File: config.mk
export PLATFORM = sky130hd
export DESIGN_NAME = video_out_top
export DESIGN_NICKNAME = d
export VERILOG_FILES = /design/src/logic/vout_pkg.sv /design/src/logic/vid_stream_if.sv /design/src/logic/video_out_top.sv /design/src/logic/analog_sync_encoder.sv /design/src/logic/osd_mixer.sv
export VERILOG_INCLUDE_DIRS = /design/src /design/src/logic
export SDC_FILE = /design/constraint.sdc
export NUM_CORES = 1
export LEC_CHECK = 0
export CORE_MARGIN = 2
export CORE_UTILIZATION = 61
export CTS_CLUSTER_DIAMETER = 150
export DETAILED_ROUTE_END_ITERATION = 12
export DONT_BUFFER_PORTS = 1
export PLACE_DENSITY = 0.77
export SETUP_SLACK_MARGIN = 0.15
export SLEW_MARGIN = 20
export SYNTH_ARGS = -nofsm -noshare
export SYNTH_HDL_FRONTEND = slang
export SYNTH_SLANG_ARGS = --single-unit
File: constraint.sdc
create_clock -name pclk_out -period 0.91 [get_ports pclk_out]
set_input_delay 0.182 -clock pclk_out [delete_from_list [all_inputs] [get_ports pclk_out]]
set_output_delay 0.182 -clock pclk_out [all_outputs]
set_load 0.05 [all_outputs]
File: src/logic/vout_cfg.svh
`ifndef VOUT_CFG_SVH
`define VOUT_CFG_SVH

// Width of one color channel
`define VOUT_COLOR_W 8

// OSD replacement colors in R G B order
`define VOUT_OSD_BLACK  24'h000000
`define VOUT_OSD_BLUE   24'h0000ff
`define VOUT_OSD_YELLOW 24'hffff00
`define VOUT_OSD_WHITE  24'hffffff

// Input pixel to HDMI transmitter outputs
`define VOUT_HDMI_LAT 2

// Input pixel to analog DAC outputs
`define VOUT_VGA_LAT 3

`endif
File: src/logic/vout_pkg.sv
`include "vout_cfg.svh"

package vout_pkg;

    // One pixel, 24 bits packed
    typedef struct packed {
        logic [`VOUT_COLOR_W-1:0] r;
        logic [`VOUT_COLOR_W-1:0] g;
        logic [`VOUT_COLOR_W-1:0] b;
    } rgb_t;

    typedef enum logic [1:0] {
        OSD_BLACK  = 2'd0,
        OSD_BLUE   = 2'd1,
        OSD_YELLOW = 2'd2,
        OSD_WHITE  = 2'd3
    } osd_color_e;

    // Analog output port modes
    typedef enum logic [1:0] {
        EXT_OFF   = 2'd0,
        EXT_RGBHV = 2'd1,
        EXT_RGBCS = 2'd2,
        EXT_RGSB  = 2'd3
    } ext_out_mode_e;

endpackage

File: src/logic/vid_stream_if.sv
`timescale 1ns/1ps

// One pixel per pclk_out cycle, no flow control
interface vid_stream_if
    import vout_pkg::*;
();

    rgb_t pix;
    logic hsync;
    logic vsync;
    logic de;

    modport src (
        output pix,
        output hsync,
        output vsync,
        output de
    );

    modport snk (
        input pix,
        input hsync,
        input vsync,
        input de
    );

endinterface

File: src/logic/video_out_top.sv
`timescale 1ns/1ps

`include "vout_cfg.svh"

module video_out_top
    import vout_pkg::*;
(
    input  logic                     pclk_out,
    input  logic                     po_reset_n,
    input  logic                     sys_poweron_i,
    input  logic [`VOUT_COLOR_W-1:0] pix_r_i,
    input  logic [`VOUT_COLOR_W-1:0] pix_g_i,
    input  logic [`VOUT_COLOR_W-1:0] pix_b_i,
    input  logic                     hsync_i,
    input  logic                     vsync_i,
    input  logic                     de_i,
    input  logic                     osd_enable_i,
    input  logic [1:0]               osd_color_i,
    input  logic [1:0]               ext_out_mode_i,
    output logic [`VOUT_COLOR_W-1:0] hdmitx_r_o,
    output logic [`VOUT_COLOR_W-1:0] hdmitx_g_o,
    output logic [`VOUT_COLOR_W-1:0] hdmitx_b_o,
    output logic                     hdmitx_hsync_o,
    output logic                     hdmitx_vsync_o,
    output logic                     hdmitx_de_o,
    output logic [`VOUT_COLOR_W-1:0] vga_r_o,
    output logic [`VOUT_COLOR_W-1:0] vga_g_o,
    output logic [`VOUT_COLOR_W-1:0] vga_b_o,
    output logic                     vga_hs_o,
    output logic                     vga_vs_o,
    output logic                     vga_blank_n_o,
    output logic                     vga_sync_n_o,
    output logic                     vga_psave_n_o
);

    rgb_t pix_in;
    rgb_t hdmitx_pix;
    rgb_t vga_pix;

    vid_stream_if mix_bus ();

    assign pix_in = '{r: pix_r_i, g: pix_g_i, b: pix_b_i};

    osd_mixer u_osd_mixer (
        .pclk_out       (pclk_out),
        .po_reset_n     (po_reset_n),
        .pix_i          (pix_in),
        .hsync_i        (hsync_i),
        .vsync_i        (vsync_i),
        .de_i           (de_i),
        .osd_enable_i   (osd_enable_i),
        .osd_color_i    (osd_color_e'(osd_color_i)),
        .out            (mix_bus.src),
        .hdmitx_pix_o   (hdmitx_pix),
        .hdmitx_hsync_o (hdmitx_hsync_o),
        .hdmitx_vsync_o (hdmitx_vsync_o),
        .hdmitx_de_o    (hdmitx_de_o)
    );

    analog_sync_encoder u_analog_sync_encoder (
        .pclk_out       (pclk_out),
        .po_reset_n     (po_reset_n),
        .in             (mix_bus.snk),
        .ext_out_mode_i (ext_out_mode_e'(ext_out_mode_i)),
        .sys_poweron_i  (sys_poweron_i),
        .vga_pix_o      (vga_pix),
        .vga_hs_o       (vga_hs_o),
        .vga_vs_o       (vga_vs_o),
        .vga_blank_n_o  (vga_blank_n_o),
        .vga_sync_n_o   (vga_sync_n_o),
        .vga_psave_n_o  (vga_psave_n_o)
    );

    assign {hdmitx_r_o, hdmitx_g_o, hdmitx_b_o} = hdmitx_pix;
    assign {vga_r_o, vga_g_o, vga_b_o} = vga_pix;

endmodule

File: src/logic/analog_sync_encoder.sv
`timescale 1ns/1ps

module analog_sync_encoder
    import vout_pkg::*;
(
    input  logic          pclk_out,
    input  logic          po_reset_n,
    vid_stream_if.snk     in,
    input  ext_out_mode_e ext_out_mode_i,
    input  logic          sys_poweron_i,
    output rgb_t          vga_pix_o,
    output logic          vga_hs_o,
    output logic          vga_vs_o,
    output logic          vga_blank_n_o,
    output logic          vga_sync_n_o,
    output logic          vga_psave_n_o
);

    logic dac_en;
    logic csync;
    logic hs_d;
    logic vs_d;
    logic sync_n_d;

    rgb_t s1_pix;
    logic s1_hs;
    logic s1_vs;
    logic s1_blank_n;
    logic s1_sync_n;

    assign dac_en = (ext_out_mode_i != EXT_OFF);

    // Composite sync, low while exactly one of hsync and vsync is low
    assign csync = ~(in.hsync ^ in.vsync);

    always_comb begin
        hs_d     = (ext_out_mode_i == EXT_RGBHV) ? in.hsync : csync;
        vs_d     = (ext_out_mode_i == EXT_RGBHV) ? in.vsync : 1'b1;
        sync_n_d = (ext_out_mode_i == EXT_RGSB) ? csync : 1'b0;
    end

    // First DAC stage
    always_ff @(posedge pclk_out or negedge po_reset_n) begin
        if (!po_reset_n) begin
            s1_pix     <= '0;
            s1_hs      <= 1'b0;
            s1_vs      <= 1'b0;
            s1_blank_n <= 1'b0;
            s1_sync_n  <= 1'b0;
        end else if (dac_en) begin
            s1_pix     <= in.pix;
            s1_hs      <= hs_d;
            s1_vs      <= vs_d;
            s1_blank_n <= in.de;
            s1_sync_n  <= sync_n_d;
        end
    end

    // Second stage drives the DAC pins
    always_ff @(posedge pclk_out or negedge po_reset_n) begin
        if (!po_reset_n) begin
            vga_pix_o     <= '0;
            vga_hs_o      <= 1'b0;
            vga_vs_o      <= 1'b0;
            vga_blank_n_o <= 1'b0;
            vga_sync_n_o  <= 1'b0;
        end else if (dac_en) begin
            vga_pix_o     <= s1_pix;
            vga_hs_o      <= s1_hs;
            vga_vs_o      <= s1_vs;
            vga_blank_n_o <= s1_blank_n;
            vga_sync_n_o  <= s1_sync_n;
        end
    end

    // DAC powered only while a mode is selected
    assign vga_psave_n_o = sys_poweron_i & dac_en;

endmodule

File: src/logic/osd_mixer.sv
`timescale 1ns/1ps

`include "vout_cfg.svh"

module osd_mixer
    import vout_pkg::*;
(
    input  logic          pclk_out,
    input  logic          po_reset_n,
    input  rgb_t          pix_i,
    input  logic          hsync_i,
    input  logic          vsync_i,
    input  logic          de_i,
    input  logic          osd_enable_i,
    input  osd_color_e    osd_color_i,
    vid_stream_if.src     out,
    output rgb_t          hdmitx_pix_o,
    output logic          hdmitx_hsync_o,
    output logic          hdmitx_vsync_o,
    output logic          hdmitx_de_o
);

    rgb_t osd_rgb;
    rgb_t mix_pix_q;
    logic mix_hsync_q;
    logic mix_vsync_q;
    logic mix_de_q;

    always_comb begin
        case (osd_color_i)
            OSD_BLACK:  osd_rgb = `VOUT_OSD_BLACK;
            OSD_BLUE:   osd_rgb = `VOUT_OSD_BLUE;
            OSD_YELLOW: osd_rgb = `VOUT_OSD_YELLOW;
            default:    osd_rgb = `VOUT_OSD_WHITE;
        endcase
    end

    // OSD substitution stage
    always_ff @(posedge pclk_out or negedge po_reset_n) begin
        if (!po_reset_n) begin
            mix_pix_q   <= '0;
            mix_hsync_q <= 1'b0;
            mix_vsync_q <= 1'b0;
            mix_de_q    <= 1'b0;
        end else begin
            mix_pix_q   <= osd_enable_i ? osd_rgb : pix_i;
            mix_hsync_q <= hsync_i;
            mix_vsync_q <= vsync_i;
            mix_de_q    <= de_i;
        end
    end

    assign out.pix   = mix_pix_q;
    assign out.hsync = mix_hsync_q;
    assign out.vsync = mix_vsync_q;
    assign out.de    = mix_de_q;

    // Launch register toward the HDMI transmitter
    always_ff @(posedge pclk_out or negedge po_reset_n) begin
        if (!po_reset_n) begin
            hdmitx_pix_o   <= '0;
            hdmitx_hsync_o <= 1'b0;
            hdmitx_vsync_o <= 1'b0;
            hdmitx_de_o    <= 1'b0;
        end else begin
            hdmitx_pix_o   <= mix_pix_q;
            hdmitx_hsync_o <= mix_hsync_q;
            hdmitx_vsync_o <= mix_vsync_q;
            hdmitx_de_o    <= mix_de_q;
        end
    end

endmodule

-- Word-level counts from Yosys, hierarchy flattened
Index checks and enable logic that the tools add are counted.
- flip-flop bits (word level): 110
- input port bits: 35
- output and inout bits: 56
- logic and storage cells: 40
- eq/ne operators: 4
- multiplexer cells: 5
- bitwise operators: 3
- reductions and logical operators: 2
- operators with widths (kind ; count):
    one-hot mux 24 bit (3 select lines) ; 1
    2-to-1 mux 24 bit ; 1
    == test 2 x 1 -> 1 bit, second input constant ; 2
    == test 2 bit, second input constant ; 2
    2-to-1 mux 1 bit ; 3
    zero test 2 bit ; 1
    nonzero test 2 bit ; 1
    bitwise AND 1 bit ; 1
    NOT 1 bit ; 1
    bitwise XOR 1 bit ; 1

-- Longest topological paths before layout
- depth after elaboration: 3
- gate-level depth with buffers: 3
- mapped depth without buffers: 2

-- By module
From an unflattened synthesis, not the netlist that was laid out.
- cell total of the unflattened synthesis: 205
- area total of the unflattened synthesis: 3875.0 um^2
- modules (own cells, without submodules) (module ; times used ; cells an instance ; area an instance (um^2)):
    analog_sync_encoder ; 1 ; 123 ; 2122.0
    osd_mixer ; 1 ; 82 ; 1752.9

-- Worst setup path after synthesis
No wires, ideal clock.
- kind: input -> output
- start point: in ext_out_mode_i[0]
- end point: out vga_psave_n_o
- data arrival time: 1.068 ns
- data required time: 0.728 ns
- slack: -0.340 ns
- stages: 3
- buffers on the path: 1
- cells stage by stage: nor2_4 > buf_6 > nor2b_1
- longest elaborated chain between the ends: 2
- ends and longest elaborated chain (what ; RTL line ; source):
    from (decl) ; video_out_top.sv:19 ; input logic [1:0] ext_out_mode_i,
    nonzero test 2 bit ; analog_sync_encoder.sv:31 ; assign dac_en = (ext_out_mode_i != EXT_OFF);
    bitwise AND 1 bit ; analog_sync_encoder.sv:77 ; assign vga_psave_n_o = sys_poweron_i & dac_en;
    to (decl) ; video_out_top.sv:33 ; output logic vga_psave_n_o
No other way between the ends.

-- Worst setup path in the final report
- start point: reg u_analog_sync_encoder.vga_hs_o
- end point: out vga_hs_o
- RTL lines (what ; RTL line ; source):
    from (decl) ; analog_sync_encoder.sv:12 ; output logic vga_hs_o,
    from (signal assigned) ; analog_sync_encoder.sv:69 ; vga_hs_o <= s1_hs;
    to (decl) ; video_out_top.sv:29 ; output logic vga_hs_o,
No word-level cell between the ends.

==> run metrics <==
end point of the critical path=vga_hs_o; number of port buffers=0; core footprint=5890 sq um; Max Cap Viol=0; Top delay family on crit path=flip-flops; share of the synthesized area in the top cell type=0.744; crit path max fanout=2; RSZ-0062 raised after global routing=yes; largest net degree at the start of global routing=111; most frequent cells in the layout=dfrtp_1 (78), mux2_4 (48), buf_6 (40), dfrtp_2 (32); Hold Vio Cnt, Final=134; clk_lat worst skew=0.36 ns; Worst setup EP type=primary output; post-synthesis sequential area ratio=0.744; Cell Rows=28; IO Pins=91; Synth Area in Compound Gates=0.0372; combinational fraction of design power=0.188; CTS Buf Count=9; commonest non-fill, non-tap cell in the layout=dfrtp_1; Worst-Margin Slew=0.229 ns; global route overflow=0; crit path cell chain=buf_6; Antenna Nets Post-Route=0; clock group share of total power=0.270; Post-Layout Inst Area=5050 sq um; Synth Area in Adders=0; gpl congestion=0.736; RR Startpoint=u_analog_sync_encoder.vga_hs_o; Syn. warnings=0; Worst Setup SP=u_analog_sync_encoder.vga_hs_o; mux share of post-synthesis cell area=0.167; CTS tree=done; Post-Route Hold Slack=-0.500 ns; largest family of logic cells by synthesized area=multiplexers; WL final=8.13 mm; Final Max Slew Viols=0; placed cell area=4060 sq um; Reg2Reg Depth=3; area grow syn2layout=36.4%; Synth cell types=15; register bit total from synthesis=110; hold buffer count at cts=5; WP data arrival=0.96 ns; 1st-iter DRT viols=69; startpoint types=register; Syn Inst Count=230; Max Clock Skew=0.0138 ns; vias=2031; Via density=5.36; Switch Pwr=3.28 mW; initial antenna violation count=0; final setup fails=60; Final WS setup=-0.229 ns; Avg Inst Size Synth=16.1 sq um; switch share=0.294; Relative slew margins=0.843; critical path class=reg -> out; status=finished, violations left; share of cells above drive strength 1=0.543; clk sink count=110; simple-gate share of the synthesized area=0.00947; post-synth net total=265; DIE WIDTH=81.9 microns; P per Cell Area=2210 nW/um^2; Power Internal=7.89 mW; post-detail-place hpwl=3.62 mm; Util after Layout=0.858; VDD IR max=0.00187 V; top cells by area, synth=dfrtp_1 (74%), mux2_2 (15%), o21ai_0 (3.2%), inv_1 (2.4%), mux2_1 (1.2%); CP bufs+invs=1; clock slew at reported path FFs=0.10 ns; Die Y=81.9 microns; HP Class=in -> async; first-pass GRT wire length=11.3 mm; post-synthesis cell area=3700 sq um; DR DRC count=0; failing checks=hold timing, setup timing; post-synthesis xor/xnor area fraction=0.00237; Max Clk Rate=0.878 GHz; R2R setup slack=-0.11 ns; crit share post-route=1.25; Seq pwr share=0.541; DP Worst Slack=-0.161 ns; Pleak=2.40 nW; Crit path required time=0.73 ns; Initial Util=0.629; CTS H-Tree Depth=3; first-pass iteration count of the detailed router=5; CP Depth=1; post-detailed-route wirelength per cell=21.5 microns; Inserted Diodes=0; Min Clock Period, post-route=1.14 ns; vias in the first global route=2051; CTS root buf=clkbuf_8; FF-to-FF End=u_analog_sync_encoder.vga_hs_o; clock buffer depth=2; Final Net Count=334; cell taking the most area after synthesis=dfrtp_1; CP peak stage delay=0.44 ns; CP max-delay cell=dfrtp_2; die area=6710 sq um; gr usage total=0.243
-- stage by stage --
stage	setup TNS [ns]	hold slack (ns)	instances	power (mW)
final	-10.05	-0.500	379	11.2
after global routing	-12.28	-0.535	379	11.6
after CTS	-10.61	-0.516	367	10.9
after detailed placement	-6.30	-0.111	329	7.48
after global placement	-5.73	-0.111	329	7.42
after floorplan	-6.50	-0.114	230	7.04
-- worst register-to-register path, delay by kind of cell, from the launching register on --
family | cells | cell delay [ns]
mux | 1 | 0.25
flops | 1 | 0.44
buf+inv | 2 | 0.22
-- kinds of logic after synthesis --
kind of cell              count (synthesis)
buffers and inverters                    32
xor gates and xnor gates                  1
and+or+nand+nor                           6
muxes                                    55
AOI/OAI and AO/OA                        26
DFF                                     110
-- cell usage after synthesis (all sizes together) --
cell and instances:
nand2 3, clkbuf 3, mux2i 2, mux2 53, buf 5, nor2b 2, nor2 1, xor2 1
inv 24, dfrtp 110, a211o 1, o2bb2ai 1, o21ai 24
-- registers in the layout (all words and copies together), names as in the netlist, 24 cells and up --
name / cells
u_osd_mixer.out.pix: 24
u_osd_mixer.hdmitx_pix_o: 24
u_analog_sync_encoder.s1_pix: 24
u_analog_sync_encoder.vga_pix_o: 24
-- timing repair --
item | CTS | global route
setup buffers | 12 | 11
gates cloned | 5 | 1
endpoints found under the setup margin | 86 | 112
hold endpoints to repair | 140 | 134
gates resized for setup | 68 | 34
pin swaps | 3 | 2
-- cell type report --
class                           count  area [sq um]
Inverter                           24          90.1
Multi-Input combinational cell     88          1000
Clock inverter                      4          55.1
Sequential cell                   110          2790
Fill cell                         242           838
Clock buffer                       12           155
Timing Repair Buffer               66           861
Tap cell                           75          93.8
-- metal layers --
metal	wire (microns)	track usage
met5	0	0
met4	201	0.0717
met2	4200	0.395
met3	336	0.0802
met1	3400	0.313
-- how the worst min path moves through the flow --
| stage | end | from | cells past startpoint |
|---|---|---|---|
| floorplan | u_analog_sync_encoder.s1_blank_n | po_reset_n | 0 |
| detailed placement | u_osd_mixer.out.de | po_reset_n | 0 |
| finish | u_analog_sync_encoder.vga_vs_o | po_reset_n | 0 |
| global placement | u_analog_sync_encoder.s1_vs | po_reset_n | 0 |
| global route | u_osd_mixer.hdmitx_pix_o[5] | po_reset_n | 0 |
| CTS | u_osd_mixer.hdmitx_pix_o[4] | po_reset_n | 0 |
-- power by group through the flow --
stage	registers, mW	clock network, mW	logic, mW
floorplan	6.60	0	0.441
global placement	6.03	0	1.40
detailed placement	6.05	0	1.43
CTS	6.00	3.05	1.85
global route	6.10	3.28	2.19
finish	6.05	3.02	2.11
Power figures use the tool's default switching activity.
